==> src/verilog/uart_settings.svh <==
// Bit timing and UART parity macros shared by the serial modules and the testbench
`ifndef UART_SETTINGS_SVH
`define UART_SETTINGS_SVH

// Clock cycles per serial bit, even and at least 4
`define UART_CLKS_PER_BIT 16

// UART parity sense, 0 for even and 1 for odd
`define UART_PARITY_ODD 0

// Width of the bit period and vote counters
`define UART_CNT_W 6

`endif

==> src/verilog/uart_pkg.sv <==
// Shared types of the ECC serial link, referenced by scoped name from the RTL and testbench
`default_nettype none

package uart_pkg;

    // Hamming(7,4) positions 7 down to 1 with the overall parity on top
    typedef struct packed {
        logic p0;   // Overall parity
        logic d4;   // Position 7
        logic d3;   // Position 6
        logic d2;   // Position 5
        logic p3;   // Position 4
        logic d1;   // Position 3
        logic p2;   // Position 2
        logic p1;   // Position 1
    } secded_code_t;

    // One byte seen either as wire bits or as named code fields
    typedef union packed {
        logic [7:0]   raw;    // Byte as it travels on the line
        secded_code_t code;   // Same byte split into check and data bits
    } secded_byte_t;

    // Result attached to every delivered nibble
    typedef enum logic [1:0] {
        ok            = 2'd0,   // Nothing wrong
        corrected     = 2'd1,   // Single flipped bit fixed
        uncorrectable = 2'd2,   // Double error, nibble passed as is
        parity_err    = 2'd3    // Code clean but UART parity wrong
    } rx_status_t;

endpackage

`default_nettype wire

==> src/verilog/secded_decoder.sv <==
// SECDED decode of received bytes and the host receive handshake with overrun flag
`default_nettype none

module secded_decoder (
    input  logic                   clk,
    input  logic                   reset,
    input  uart_pkg::secded_byte_t rx_byte,
    input  logic                   rx_parity_bad,
    input  logic                   rx_done,
    output logic                   rx_req,
    input  logic                   rx_ack,
    output logic [3:0]             rx_nibble,
    output uart_pkg::rx_status_t   rx_status,
    output logic                   rx_overrun
);

    logic [2:0]             syndrome;
    logic                   overall_bad;
    logic [7:0]             flip_mask;
    logic                   accept;
    uart_pkg::secded_byte_t fixed_byte;
    uart_pkg::rx_status_t   status_next;

    // Recomputed checks, bit n covers the positions with bit n set
    assign syndrome[0] = rx_byte.code.p1 ^ rx_byte.code.d1 ^ rx_byte.code.d2 ^ rx_byte.code.d4;
    assign syndrome[1] = rx_byte.code.p2 ^ rx_byte.code.d1 ^ rx_byte.code.d3 ^ rx_byte.code.d4;
    assign syndrome[2] = rx_byte.code.p3 ^ rx_byte.code.d2 ^ rx_byte.code.d3 ^ rx_byte.code.d4;
    assign overall_bad = ^rx_byte.raw;

    always_comb begin
        flip_mask = 8'd0;
        if (overall_bad && syndrome != 3'd0) begin
            flip_mask[syndrome - 3'd1] = 1'b1;   // Position n sits at raw bit n-1
        end
        fixed_byte.raw = rx_byte.raw ^ flip_mask;
    end

    always_comb begin
        if (syndrome != 3'd0 && !overall_bad) begin
            status_next = uart_pkg::uncorrectable;
        end else if (overall_bad) begin
            status_next = uart_pkg::corrected;   // Includes a flipped p0
        end else if (rx_parity_bad) begin
            status_next = uart_pkg::parity_err;
        end else begin
            status_next = uart_pkg::ok;
        end
    end

    // New byte only while the previous handshake is fully closed
    assign accept = rx_done && !rx_req && !rx_ack;

    always_ff @(posedge clk) begin
        if (reset) begin
            rx_req     <= 1'b0;
            rx_overrun <= 1'b0;
        end else begin
            rx_overrun <= rx_done && !accept;   // Byte dropped
            if (accept) begin
                rx_req    <= 1'b1;
                rx_nibble <= {fixed_byte.code.d4, fixed_byte.code.d3,
                              fixed_byte.code.d2, fixed_byte.code.d1};
                rx_status <= status_next;
            end else if (rx_req && rx_ack) begin
                rx_req <= 1'b0;
            end
        end
    end

endmodule

`default_nettype wire

==> src/verilog/uart_ecc_link.sv <==
// Top of the ECC serial link endpoint, connecting transmitter, receiver and SECDED decoder
`default_nettype none

module uart_ecc_link (
    input  logic                 clk,
    input  logic                 reset,
    input  logic                 tx_req,
    input  logic [3:0]           tx_nibble,
    output logic                 tx_ack,
    output logic                 tx,
    input  logic                 rx,
    output logic                 rx_req,
    output logic [3:0]           rx_nibble,
    output uart_pkg::rx_status_t rx_status,
    input  logic                 rx_ack,
    output logic                 rx_overrun
);

    uart_pkg::secded_byte_t rx_byte;         // Raw received code byte
    logic                   rx_parity_bad;
    logic                   rx_done;

    uart_tx u_uart_tx (
        .clk       (clk),
        .reset     (reset),
        .tx_req    (tx_req),
        .tx_nibble (tx_nibble),
        .tx_ack    (tx_ack),
        .tx        (tx)
    );

    uart_rx u_uart_rx (
        .clk           (clk),
        .reset         (reset),
        .rx            (rx),
        .rx_byte       (rx_byte),
        .rx_parity_bad (rx_parity_bad),
        .rx_done       (rx_done)
    );

    secded_decoder u_secded_decoder (
        .clk           (clk),
        .reset         (reset),
        .rx_byte       (rx_byte),
        .rx_parity_bad (rx_parity_bad),
        .rx_done       (rx_done),
        .rx_req        (rx_req),
        .rx_ack        (rx_ack),
        .rx_nibble     (rx_nibble),
        .rx_status     (rx_status),
        .rx_overrun    (rx_overrun)
    );

endmodule

`default_nettype wire

==> src/verilog/uart_rx.sv <==
// Receive side of the link: finds the start bit, votes each bit over its period, checks parity
`default_nettype none
`include "uart_settings.svh"

module uart_rx (
    input  logic                   clk,
    input  logic                   reset,
    input  logic                   rx,
    output uart_pkg::secded_byte_t rx_byte,
    output logic                   rx_parity_bad,
    output logic                   rx_done
);

    localparam logic [2:0] st_idle  = 3'd0;
    localparam logic [2:0] st_check = 3'd1;
    localparam logic [2:0] st_start = 3'd2;
    localparam logic [2:0] st_recv  = 3'd3;
    localparam logic [2:0] st_done  = 3'd4;

    localparam logic [`UART_CNT_W-1:0] bit_last = `UART_CLKS_PER_BIT - 1;

    logic [2:0]             state;
    logic [`UART_CNT_W-1:0] clk_cnt;
    logic [`UART_CNT_W-1:0] zero_cnt;
    logic [`UART_CNT_W-1:0] one_cnt;
    logic [`UART_CNT_W-1:0] zero_next;
    logic [`UART_CNT_W-1:0] one_next;
    logic [3:0]             bit_idx;     // 8 data bits then parity
    logic [8:0]             shift_reg;   // Parity on top, data below
    logic [8:0]             frame_next;
    logic                   vote;
    logic                   bit_end;

    // Counts including the current sample so the last one still votes
    assign one_next   = one_cnt + {{(`UART_CNT_W-1){1'b0}}, rx};
    assign zero_next  = zero_cnt + {{(`UART_CNT_W-1){1'b0}}, ~rx};
    assign vote       = (one_next >= zero_next);   // Tie goes to the idle level
    assign bit_end    = (clk_cnt == bit_last);
    assign frame_next = {vote, shift_reg[8:1]};

    always_ff @(posedge clk) begin
        if (reset) begin
            state    <= st_idle;
            clk_cnt  <= '0;
            zero_cnt <= '0;
            one_cnt  <= '0;
            bit_idx  <= '0;
            rx_done  <= 1'b0;
        end else begin
            case (state)
                st_idle: begin
                    if (!rx) begin
                        clk_cnt <= {{(`UART_CNT_W-1){1'b0}}, 1'b1};   // Edge cycle counts
                        state   <= st_check;
                    end
                end
                st_check: begin
                    if (rx) begin
                        state <= st_idle;   // Glitch, not a start bit
                    end else begin
                        clk_cnt <= clk_cnt + 1'b1;
                        state   <= st_start;
                    end
                end
                st_start: begin
                    if (bit_end) begin
                        clk_cnt  <= '0;
                        zero_cnt <= '0;
                        one_cnt  <= '0;
                        bit_idx  <= '0;
                        state    <= st_recv;
                    end else begin
                        clk_cnt <= clk_cnt + 1'b1;
                    end
                end
                st_recv: begin
                    if (bit_end) begin
                        clk_cnt   <= '0;
                        zero_cnt  <= '0;
                        one_cnt   <= '0;
                        shift_reg <= frame_next;
                        bit_idx   <= bit_idx + 1'b1;
                        if (bit_idx == 4'd8) begin
                            rx_byte.raw   <= frame_next[7:0];
                            rx_parity_bad <= (^frame_next) ^ (`UART_PARITY_ODD != 0);
                            rx_done       <= 1'b1;
                            state         <= st_done;
                        end
                    end else begin
                        clk_cnt  <= clk_cnt + 1'b1;
                        zero_cnt <= zero_next;
                        one_cnt  <= one_next;
                    end
                end
                st_done: begin
                    rx_done <= 1'b0;
                    if (rx) begin
                        state <= st_idle;   // Stop level reached
                    end
                end
                default: state <= st_idle;
            endcase
        end
    end

endmodule

`default_nettype wire

==> src/verilog/uart_tx.sv <==
// Send side of the link: takes a nibble over req/ack, SECDED encodes it and shifts out the frame
`default_nettype none
`include "uart_settings.svh"

module uart_tx (
    input  logic       clk,
    input  logic       reset,
    input  logic       tx_req,
    input  logic [3:0] tx_nibble,
    output logic       tx_ack,
    output logic       tx
);

    localparam logic [2:0] st_idle    = 3'd0;
    localparam logic [2:0] st_start   = 3'd1;
    localparam logic [2:0] st_data    = 3'd2;
    localparam logic [2:0] st_parity  = 3'd3;
    localparam logic [2:0] st_stop    = 3'd4;
    localparam logic [2:0] st_release = 3'd5;

    localparam logic [`UART_CNT_W-1:0] bit_last = `UART_CLKS_PER_BIT - 1;

    logic [2:0]             state;
    logic [`UART_CNT_W-1:0] clk_cnt;
    logic [2:0]             bit_idx;
    logic                   bit_end;
    logic                   parity_bit;
    uart_pkg::secded_byte_t enc_byte;
    uart_pkg::secded_byte_t tx_byte;   // Frame payload held for the whole frame

    // Hamming(7,4) plus overall parity, built through the field view
    always_comb begin
        enc_byte.code.d1 = tx_nibble[0];
        enc_byte.code.d2 = tx_nibble[1];
        enc_byte.code.d3 = tx_nibble[2];
        enc_byte.code.d4 = tx_nibble[3];
        enc_byte.code.p1 = tx_nibble[0] ^ tx_nibble[1] ^ tx_nibble[3];
        enc_byte.code.p2 = tx_nibble[0] ^ tx_nibble[2] ^ tx_nibble[3];
        enc_byte.code.p3 = tx_nibble[1] ^ tx_nibble[2] ^ tx_nibble[3];
        enc_byte.code.p0 = ^enc_byte.raw[6:0];   // Makes all eight bits even
    end

    assign bit_end    = (clk_cnt == bit_last);
    assign parity_bit = (^tx_byte.raw) ^ (`UART_PARITY_ODD != 0);

    always_ff @(posedge clk) begin
        if (reset) begin
            state   <= st_idle;
            clk_cnt <= '0;
            bit_idx <= '0;
            tx_ack  <= 1'b0;
            tx      <= 1'b1;
        end else begin
            if (tx_ack && !tx_req) begin
                tx_ack <= 1'b0;   // Host let go, close the handshake
            end
            case (state)
                st_idle: begin
                    tx <= 1'b1;
                    if (tx_req && !tx_ack) begin
                        tx_byte <= enc_byte;
                        tx_ack  <= 1'b1;
                        clk_cnt <= '0;
                        state   <= st_start;
                    end
                end
                st_start: begin
                    tx      <= 1'b0;
                    clk_cnt <= bit_end ? '0 : clk_cnt + 1'b1;
                    if (bit_end) begin
                        bit_idx <= '0;
                        state   <= st_data;
                    end
                end
                st_data: begin
                    tx      <= tx_byte.raw[bit_idx];   // LSB first
                    clk_cnt <= bit_end ? '0 : clk_cnt + 1'b1;
                    if (bit_end) begin
                        bit_idx <= bit_idx + 1'b1;
                        if (bit_idx == 3'd7) begin
                            state <= st_parity;
                        end
                    end
                end
                st_parity: begin
                    tx      <= parity_bit;
                    clk_cnt <= bit_end ? '0 : clk_cnt + 1'b1;
                    if (bit_end) begin
                        state <= st_stop;
                    end
                end
                st_stop: begin
                    tx      <= 1'b1;
                    clk_cnt <= bit_end ? '0 : clk_cnt + 1'b1;
                    if (bit_end) begin
                        state <= st_release;
                    end
                end
                st_release: begin
                    tx <= 1'b1;
                    if (!tx_ack) begin
                        state <= st_idle;   // Request seen low, ready for the next nibble
                    end
                end
                default: state <= st_idle;
            endcase
        end
    end

endmodule

`default_nettype wire
==> config.mk <==
export PLATFORM = sky130hd
export DESIGN_NAME = uart_ecc_link
export DESIGN_NICKNAME = d
export VERILOG_FILES = /design/src/verilog/uart_pkg.sv /design/src/verilog/secded_decoder.sv /design/src/verilog/uart_ecc_link.sv /design/src/verilog/uart_rx.sv /design/src/verilog/uart_tx.sv
export VERILOG_INCLUDE_DIRS = /design/src /design/src/verilog
export SDC_FILE = /design/constraint.sdc
export NUM_CORES = 1
export LEC_CHECK = 0
export BUFFER_PORTS_ARGS = -buffer_cell sky130_fd_sc_hd__buf_2
export CORE_MARGIN = 2
export CORE_UTILIZATION = 50
export CTS_CLUSTER_SIZE = 10
export DETAILED_ROUTE_END_ITERATION = 8
export PLACE_DENSITY = 0.77
export SLEW_MARGIN = 20
export SYNTH_ARGS = -nofsm -noshare
export SYNTH_HDL_FRONTEND = slang
export SYNTH_HIERARCHICAL = 1
export SYNTH_SLANG_ARGS = --single-unit
export TNS_END_PERCENT = 50
==> constraint.sdc <==
create_clock -name clk -period 2.9 [get_ports clk]
set_input_delay 0.435 -clock clk [delete_from_list [all_inputs] [get_ports clk]]
set_output_delay 0.435 -clock clk [all_outputs]
set_load 0.01 [all_outputs]
---- Word-level counts from Yosys, hierarchy flattened ----
Index checks and enable logic that the tools add are counted.
operators by class
  divide/modulo/power cells ............... 0
  magnitude comparators ................... 4
  bitwise logic cells ..................... 18
  $mul .................................... 0
  multiplexer cells ....................... 49
  shift operators ......................... 0
  reductions and logical operators ........ 44
  $add $sub $neg .......................... 7
  eq/ne operators ......................... 26
operator list
  operator             number
  $mux 6               8
  $mux 3               14
  $pmux 6 s2           3
  $ne 2x1->1 const B   9
  $pmux 3 s6           1
  $pmux 6 s3           1
  $reduce_and 3->1     6
  $reduce_xor 8->1     2
  $pmux 3 s5           1
  $xor 1x1->1          15
  $add 6x1->6          2
  $add 6x1->6 const B  2
  $eq 3x2->1 const B   4
  $eq 3x3->1 const B   4
  $eq 6x4->1 const B   2
  $reduce_bool 2->1    5
  $logic_and 1x1->1    9
  $mux 1               9
  $reduce_xor 9->1     1
  $lt 3x4->1 const B   2
  $mux 4               2
  $ne 2x2->1 const B   4
  $pmux 4 s2           1
  $mux 7               1
  other kinds (27)     40
word-level totals
  bits in writable memories ............... 0
  output and inout bits ................... 10
  logic and storage cells ................. 167
  latch bits .............................. 0
  ROM bits ................................ 0
  input port bits ......................... 9
  memories ................................ 0
  flip-flop bits (word level) ............. 74

---- Longest topological paths before layout ----
Gate-level depths: netlist of run 1.
  word-level depth ........................ 10
  depth in mapped cells ................... 10
  mapped depth without buffers ............ 10

---- By module ----
The synthesis of run 1 kept the hierarchy.
modules (own cells, without submodules)
  module          cells each  instances  area each (µm²)  sequential area each (µm²)
  uart_rx         215         1          2170.8           1031.0
  uart_tx         110         1          1162.4           520.5
  secded_decoder  45          1          511.7            220.2

---- Worst setup path before layout of run 1 ----
Ideal clock, no wire load.
  kind .................................... register to register
  start point ............................. register u_uart_rx.clk_cnt[0]
  end point ............................... register u_uart_rx/rx_byte[0] (netlist name), enable pin
  library setup time ...................... 0.338 ns
  path buffers ............................ 0
  data arrival time ....................... 2.117 ns
  path slack .............................. 0.445 ns
  data required time ...................... 2.562 ns
  stages on the path, launching flop included .. 5
  clock period less this slack ............ 2.455 ns
  path through ............................ dfxtp_1 -> ha_1 -> nand3_1 -> nor4_1 -> and2_1
on the way
  longest elaborated chain between the ends .. 2
RTL lines
  item                               RTL line       source
  start: declaration                 uart_rx.sv:23  logic [`UART_CNT_W-1:0] clk_cnt;
  start signal: assignment           uart_rx.sv:53  clk_cnt <= {{(`UART_CNT_W-1){1'b0}}, 1'b1};
  start signal: assignment           uart_rx.sv:61  clk_cnt <= clk_cnt + 1'b1;
  start signal: assignment           uart_rx.sv:73  clk_cnt <= clk_cnt + 1'b1;
  $eq 6x4->1                         uart_rx.sv:38  assign bit_end = (clk_cnt == bit_last);
  $reduce_and 4->1 (no source line)  -
  end: declaration                   uart_rx.sv:9   output uart_pkg::secded_byte_t rx_byte,
Every way passes these cells.
A chain may end at the register's enable or synchronous reset.

==> reports/metrics.csv, run 1 <==
metric;value;unit
rows;31;
yosys_warnings;6;
fin_area;4220;µm²
path_class;flip-flop to flip-flop;
maxCapViolCount;0;
async_flop_share;0;%
post-route-util;57.6;%
ys_ff_latch;73;
power_frac_comb;6.2;%
synthToLayoutAreaGrowth;9.73;%
yosysTopAreaCell;edfxtp_1;
diodes;0;
hp-class;input port to flip-flop;
clkPwrFrac;39.6;%
wl_met2;3230;µm
worstSetupStartpoint;u_uart_rx/rx_byte[2];
grt_pass1_wl;11400;µm
gp_congestion;0.840;
worstSetupEndpointType;flip-flop;
drive_gt1_share;14.9;%
die_h;91.7;µm
finalClockSkew;0.0129;ns
io_buffers;18;
cts_made_buffers;9;
cp.required;3.00;ns
sequentialPowerShare;54.2;%
fin_nets;418;
synthDistinctLibCells;68;
p_sw_share;23.3;%
worst_pin_slew;0.771;ns
cts-root-buf;clkbuf_8;
hold_viol_final;0;
antenna_left;0;
antenna_found_initial;0;
status;finished, final reports clean;
drc_errors;0;
dieArea;8410;µm²
path_clk_slew;0.08;ns
final_common_cell;dfxtp_1;
slew_viol_final;0;
p_int;1550;µW
p_per_area;479;nW/µm²
r2r_slack;0.38;ns
cp.arrival;2.62;ns
grt_use_total;16.8;%
placed_cell_area;4010;µm²
grt-ovfl-total;0;
drtIter0Drc;123;
synthFlopType;dfxtp_1;
io_pins;19;
synth_edf_count;31;
r2r_end;u_secded_decoder/rx_nibble[3];
grt_pass1_vias;2563;
finalSetupTns;0;ns
min_period;2.52;ns
reg2reg_depth;7;
final_cell_mix;dfxtp_1 (42), xnor2_1 (36), edfxtp_1 (31), nand2_1 (28), a21oi_1 (27);
syn-cell-area;3840;µm²
switchingPower;471;µW
met3_length;279;µm
post-cts-setup-buffers;0;
finalCritPeriodShare;86.9;%
routed_wl;6730;µm
power;2020;µW
syn_inst;370;
top_layer_used;met4;
critPathMaxFanout;3;
route.vias.total;2751;
postSynthAreaPerCell;10.4;µm²
cts_resized;0;
drt_first_pass_iters;4;
clk_latency;0.35;ns
rr_startpoint;u_uart_rx/rx_byte[2];
clkSinkCount;73;
cts_tree;done;
grt_max_degree;39;
initial_core_util;52.4;%
htree_num_levels;3;
core-area;7330;µm²
dpl.hpwl;4700;µm
setup_violations;0;
met1Wirelength;3130;µm
fin_hold_ws;0.299;ns
post_drt_wl_per_cell;13.6;µm
startpoint_type;flip-flop;
p_leak;0.00150;µW
cts.path.max_buffers;2;
synth_top_area_share;24.2;%
syn_nets;398;
holdBufCountCts;0;
synthTopCellsByArea;edfxtp_1 (24%), dfxtp_1 (22%), xnor2_1 (8.2%);
relSlewSlack;48.2;%
rsz0062_at_grt;no;
cp-endpoint;u_secded_decoder/rx_nibble[3];
irDropWorstVdd;0.000332;V
dieWidth;91.7;µm
ys_seq_area_share;46.1;%
max_freq;397;MHz
via_per_inst;5.57;
-- worst min path at each step --
stage                                 from                       to  cells after the start
finish                              rx_ack  u_secded_decoder/rx_req                      2
floorplan           u_uart_rx/shift_reg[1]     u_uart_rx/rx_byte[0]                      0
global placement    u_uart_rx/shift_reg[1]     u_uart_rx/rx_byte[0]                      0
detailed placement    u_uart_rx/one_cnt[0]     u_uart_rx/one_cnt[0]                      2
CTS                                 rx_ack  u_secded_decoder/rx_req                      2
global route                        rx_ack  u_secded_decoder/rx_req                      2
-- power by group through the flow --
| stage | Combinational, µW | Sequential [µW] | Clock (µW) |
|---|---|---|---|
| after global placement | 123 | 1120 | 0 |
| after CTS | 126 | 1090 | 823 |
| after detailed placement | 126 | 1120 | 0 |
| after global routing | 143 | 1100 | 865 |
| final | 126 | 1090 | 799 |
| after floorplan | 97.3 | 1110 | 0 |
-- metal layers --
metal / GRT usage [%] / up-vias
li1: - / 1393
met3: 5.59 / 8
met2: 28.6 / 50
met1: 20.3 / 1300
met4: 4.98 / 0
met5: 0 / -
-- critical path: stages (launching register included) --
cell and delay (ns):
edfxtp_1 0.46, xnor2_1 0.35, xnor2_1 0.22, inv_1 0.10
ha_1 0.21, ha_1 0.31, nor4_2 0.29, mux2_1 0.34
-- layout make-up --
type                       count  area, µm²
clock buffer                  12        176
clock inverter                 4       31.3
fill                         618       3110
inverter                      10       37.5
multi-input combinational    274       1960
sequential                    73       1770
tap                           99        124
timing repair buffer          22        120
-- cell usage after synthesis, types with 4 or more instances --
| master | instances |
|---|---|
| o21ai_0 | 19 |
| nand3b_1 | 4 |
| xor2_1 | 8 |
| nand2_1 | 28 |
| nand2b_1 | 4 |
| nor2b_1 | 4 |
| xnor2_1 | 36 |
| edfxtp_1 | 31 |
| a211oi_1 | 5 |
| clkbuf_1 | 6 |
| nand3_1 | 11 |
| a21oi_1 | 27 |
| dfxtp_1 | 42 |
| nor3_1 | 15 |
| nor2_1 | 21 |
| inv_1 | 10 |
| ha_1 | 19 |
-- cells by family after synthesis --
family          synth area share, %
compound gates                 14.1
xor+xnor                       11.3
fa+ha+maj                      6.18
buf+inv                        2.99
flops                          46.1
mux                            2.25
simple gates                   17.1
-- stage by stage --
| stage | setup WS, ns | cells |
|---|---|---|
| after global placement | 0.406 | 478 |
| after floorplan | 0.445 | 370 |
| final | 0.380 | 494 |
| after detailed placement | 0.334 | 478 |
| after CTS | 0.353 | 494 |
| after global routing | 0.241 | 494 |
(Power assumes the default switching activity.)
==> inputs of run 2 (changes only) <==
Settings changed: CELL_PAD_IN_SITES_DETAIL_PLACEMENT set to 0, CELL_PAD_IN_SITES_GLOBAL_PLACEMENT set to 1, CORE_UTILIZATION 50 to 49, PLACE_DENSITY 0.77 to 0.9, SLEW_MARGIN 20 to unset.
==> run 2 against run 1 <==
Register-to-register slack hardly changed. Critical endpoint unchanged. Via count decreased by 1.8%. Sequential share of layout area grew 0.36 points. Combinational power about the same. Final cell count up 0.40%. Sequential power is essentially flat. Power is 4.4% lower.
==> reports/metrics.csv, run 2 (synthesized netlist as in run 1, its figures left out) <==
metric;value;unit
status;finished, final reports clean;
grt_max_degree;27;
p_per_area;462;nW/µm²
drtIter0Drc;156;
grt_pass1_vias;2563;
post_drt_wl_per_cell;13.7;µm
finalClockSkew;0.0153;ns
cts.path.max_buffers;2;
relSlewSlack;50.0;%
io_pins;19;
worstSetupStartpoint;u_uart_rx/rx_byte[2];
rsz0062_at_grt;no;
routed_wl;6780;µm
cts_tree;done;
worstSetupEndpointType;flip-flop;
dpl.hpwl;4720;µm
final_cell_mix;dfxtp_1 (42), xnor2_1 (36), edfxtp_1 (31), nand2_1 (28), a21oi_1 (27);
max_freq;395;MHz
p_leak;0.00148;µW
startpoint_type;flip-flop;
nFillCells;677;
path_clk_slew;0.07;ns
r2r_slack;0.37;ns
core-area;7650;µm²
drt_first_pass_iters;4;
slew_viol_final;0;
crit_chain;xnor2_1, xnor2_1, inv_1, ha_1, ha_1, nor4_2, mux2_1;
rows;32;
drc_errors;0;
cp.required;2.99;ns
diodes;0;
final_common_cell;dfxtp_1;
reg2reg_depth;7;
post-cts-setup-buffers;0;
power;1930;µW
drive_gt1_share;13.5;%
holdBufCountCts;0;
slowest_stage;edfxtp_1;
cts_resized;0;
fin_hold_ws;0.284;ns
clkSinkCount;73;
path_buf_inv;1;
synthToLayoutAreaGrowth;8.79;%
htree_num_levels;3;
cp-endpoint;u_secded_decoder/rx_nibble[3];
die_h;92.6;µm
path_class;flip-flop to flip-flop;
route.vias.total;2701;
worst_pin_slew;0.745;ns
antenna_found_initial;0;
hp-class;input port to flip-flop;
cts-root-buf;clkbuf_8;
critPathTopFamily;XOR/XNOR gates;
rr_startpoint;u_uart_rx/rx_byte[2];
seq_area;1770;µm²
fin_nets;418;
hold_viol_final;0;
gp_congestion;0.849;
dieArea;8570;µm²
clk_latency;0.35;ns
setup_violations;0;
via_per_inst;5.45;
grt-ovfl-total;0;
antenna_left;0;
cts_made_buffers;9;
grt_use_total;17.1;%
initial_core_util;50.3;%
io_buffers;18;
finalCritPeriodShare;87.3;%
min_period;2.53;ns
critPathMaxStageDelay;0.46;ns
critPathMaxFanout;3;
path_depth;7;
irDropWorstVdd;0.000256;V
grt_pass1_wl;11600;µm
multi_input_area;1960;µm²
finalSetupTns;0;ns
r2r_end;u_secded_decoder/rx_nibble[3];
dieWidth;92.6;µm
cp.arrival;2.62;ns
maxCapViolCount;0;
## run 2: per-stage QoR
step	instance area (µm²)	instances	setup WS (ns)	utilization (%)
3_5_place_dp	4020	481	0.342	52.5
4_1_cts	4180	496	0.365	54.7
5_1_grt	4180	496	0.232	54.7
6_report	4180	496	0.368	54.7
2_1_floorplan	3840	370	0.445	-
3_3_place_gp	4020	481	0.413	52.5
## run 2: worst register-to-register path, cell delays in order, from the launching register on
cell,delay (ns)
edfxtp_1,0.46
xnor2_1,0.36
xnor2_1,0.21
inv_1,0.10
ha_1,0.21
ha_1,0.32
nor4_2,0.29
mux2_1,0.35
## run 2: how the worst min path moves through the flow
stage                                start                 endpoint  cells after the start
detailed placement  u_uart_rx/shift_reg[1]     u_uart_rx/rx_byte[0]                      0
global route                        rx_ack  u_secded_decoder/rx_req                      2
global placement    u_uart_rx/shift_reg[1]     u_uart_rx/rx_byte[0]                      0
floorplan           u_uart_rx/shift_reg[1]     u_uart_rx/rx_byte[0]                      0
finish                              rx_ack  u_secded_decoder/rx_req                      2
CTS                                 rx_ack  u_secded_decoder/rx_req                      2
## run 2: layout make-up
cell class                      count  share of cell area (%)
Clock buffer                       15                    4.01
Inverter                           10                   0.897
Multi-Input combinational cell    274                    46.8
Sequential cell                    73                    42.4
Tap cell                          102                    3.05
Timing Repair Buffer               22                    2.87
## run 2: report_power, final
group	total, µW	leakage, µW	internal [µW]	switching (µW)
Combinational	126	0.000775	53.3	72.9
Sequential	1100	0.000620	1080	13.8
Clock	709	0.0000829	361	348
## run 2: per-layer routing
| layer | vias up | track usage, % | share of wire (%) |
|---|---|---|---|
| li1 | 1387 | - | - |
| met4 | 0 | 8.08 | 1.8 |
| met5 | - | 0 | 0 |
| met2 | 36 | 27.1 | 47 |
| met3 | 9 | 3.82 | 3.3 |
| met1 | 1269 | 22.2 | 48 |
==> inputs of run 3 (changes only) <==
Settings changed: CORE_MARGIN 2 to 10.
==> run 3 against run 2 <==
Sequential share of layout area is essentially flat. Die area grew 38%. Clock skew shrank 0.00060 ns. Global-route usage shrank 4.8 points. Setup slack lost 0.054 ns. Sequential power is essentially flat. Critical endpoint unchanged. Largest cell class unchanged. Largest power group unchanged.
==> reports/metrics.csv, run 3 (synthesized netlist as in run 1, its figures left out) <==
metric;value;unit
htree_num_levels;3;
cts_made_buffers;9;
post_drt_wl_per_cell;14.1;µm
path_clk_slew;0.08;ns
nFillCells;712;
fin_nets;419;
clkSinkCount;73;
initial_core_util;50.0;%
finalClockSkew;0.0147;ns
critPathMaxStageDelay;0.45;ns
grt_use_total;12.3;%
hp-class;input port to flip-flop;
via_per_inst;5.49;
cp.arrival;2.68;ns
rows;32;
sequentialPowerShare;57.7;%
relSlewSlack;61.0;%
switchingPower;456;µW
diodes;0;
drtIter0Drc;104;
drc_errors;0;
pre_cts_slack;0.342;ns
clkPwrFrac;35.6;%
grt_pass1_wl;11900;µm
wl_met2;3540;µm
routed_wl;7010;µm
clk_latency;0.35;ns
finalSetupTns;0;ns
core-area;7690;µm²
dieWidth;109;µm
worst_pin_slew;0.585;ns
fin_hold_ws;0.276;ns
antenna_found_initial;0;
slew_viol_final;0;
grt_max_degree;41;
r2r_slack;0.31;ns
route.vias.total;2734;
irDropWorstVdd;0.000276;V
met3_length;318;µm
top_layer_used;met4;
cp.required;3.00;ns
maxCapViolCount;0;
post-cts-setup-buffers;0;
min_period;2.59;ns
grt-ovfl-total;0;
drt_first_pass_iters;4;
crit_chain;xnor2_1, xnor2_1, inv_1, ha_1, ha_1, nor4_2, mux2_1;
rsz0062_at_grt;no;
p_per_area;453;nW/µm²
p_leak;0.00148;µW
synthToLayoutAreaGrowth;8.85;%
max_freq;387;MHz
p_sw_share;24.0;%
gp_congestion;0.831;
path_class;flip-flop to flip-flop;
holdBufCountCts;0;
io_pins;19;
fin_ws;0.314;ns
drive_gt1_share;14.6;%
startpoint_type;flip-flop;
status;finished, final reports clean;
cts.path.max_buffers;2;
hold_viol_final;0;
die_h;109;µm
met1Wirelength;3070;µm
io_buffers;18;
cts-root-buf;clkbuf_8;
grt_pass1_vias;2629;
antenna_left;0;
final_cell_mix;dfxtp_1 (42), xnor2_1 (36), edfxtp_1 (31), nand2_1 (28), a21oi_1 (27);
cts_tree;done;
setup_violations;0;
dpl.hpwl;5030;µm
cts_resized;0;
p_int;1440;µW
dieArea;11800;µm²
worstSetupEndpointType;flip-flop;
power_frac_comb;6.7;%
finalCritPeriodShare;89.2;%
power;1900;µW
slowest_stage;edfxtp_1;
final_common_cell;dfxtp_1;
critPathMaxFanout;3;
## run 3: cell types whose count changed in the layout (fill, tap and decap cells not counted), sizes merged
cell	before	now
clkinvlp	0	1
clkbuf	15	10
buf	22	23
clkinv	0	4
inv	10	11
## run 3: worst paths after layout
kind                                        startpoint                            end  depth (start not counted)
worst max register to register    u_uart_rx/rx_byte[6]  u_secded_decoder/rx_nibble[3]                          7
worst min register to register  u_uart_rx/shift_reg[1]           u_uart_rx/rx_byte[0]                          0
worst min-delay path                            rx_ack        u_secded_decoder/rx_req                          2
worst max-delay path              u_uart_rx/rx_byte[6]  u_secded_decoder/rx_nibble[3]                          7
## run 3: final cells by class
type                       count  area (µm²)  share of cell area [%]
timing repair buffer          23         128                    3.05
tap                          102         128                    3.05
inverter                      10        37.5                   0.897
clock inverter                 6        35.0                   0.837
clock buffer                  10         128                    3.05
multi-input combinational    274        1960                    46.8
sequential                    73        1770                    42.3
## run 3: power by group through the flow
stage / clock network, µW / registers (µW) / logic (µW)
6_report: 675 / 1090 / 127
5_1_grt: 731 / 1100 / 144
4_1_cts: 696 / 1090 / 128
3_5_place_dp: 0 / 1120 / 127
3_3_place_gp: 0 / 1120 / 125
2_1_floorplan: 0 / 1110 / 97.3
## run 3: worst max-delay path, delay by kind of cell, from the launching register on
family | cells | cell delay, ns
XOR/XNOR | 2 | 0.62
adder cells (fa/ha/maj) | 2 | 0.54
buffers and inverters | 1 | 0.10
flip-flops | 1 | 0.45
multiplexers | 1 | 0.34
AND/OR/NAND/NOR | 1 | 0.29
## run 3: routing by layer
metal  vias to the layer above  global-route usage (%)
li1                       1385                       -
met3                         8                    3.39
met5                         -                       0
met2                        49                    20.4
met1                      1292                    14.7
met4                         0                    5.37
## run 3: through the flow
step           util (%)  instances  area [µm²]
6_report           54.4        498        4190
5_1_grt            54.4        498        4190
4_1_cts            54.4        498        4190
3_5_place_dp       52.3        482        4020
3_3_place_gp       52.3        482        4020
2_1_floorplan         -        370        3840
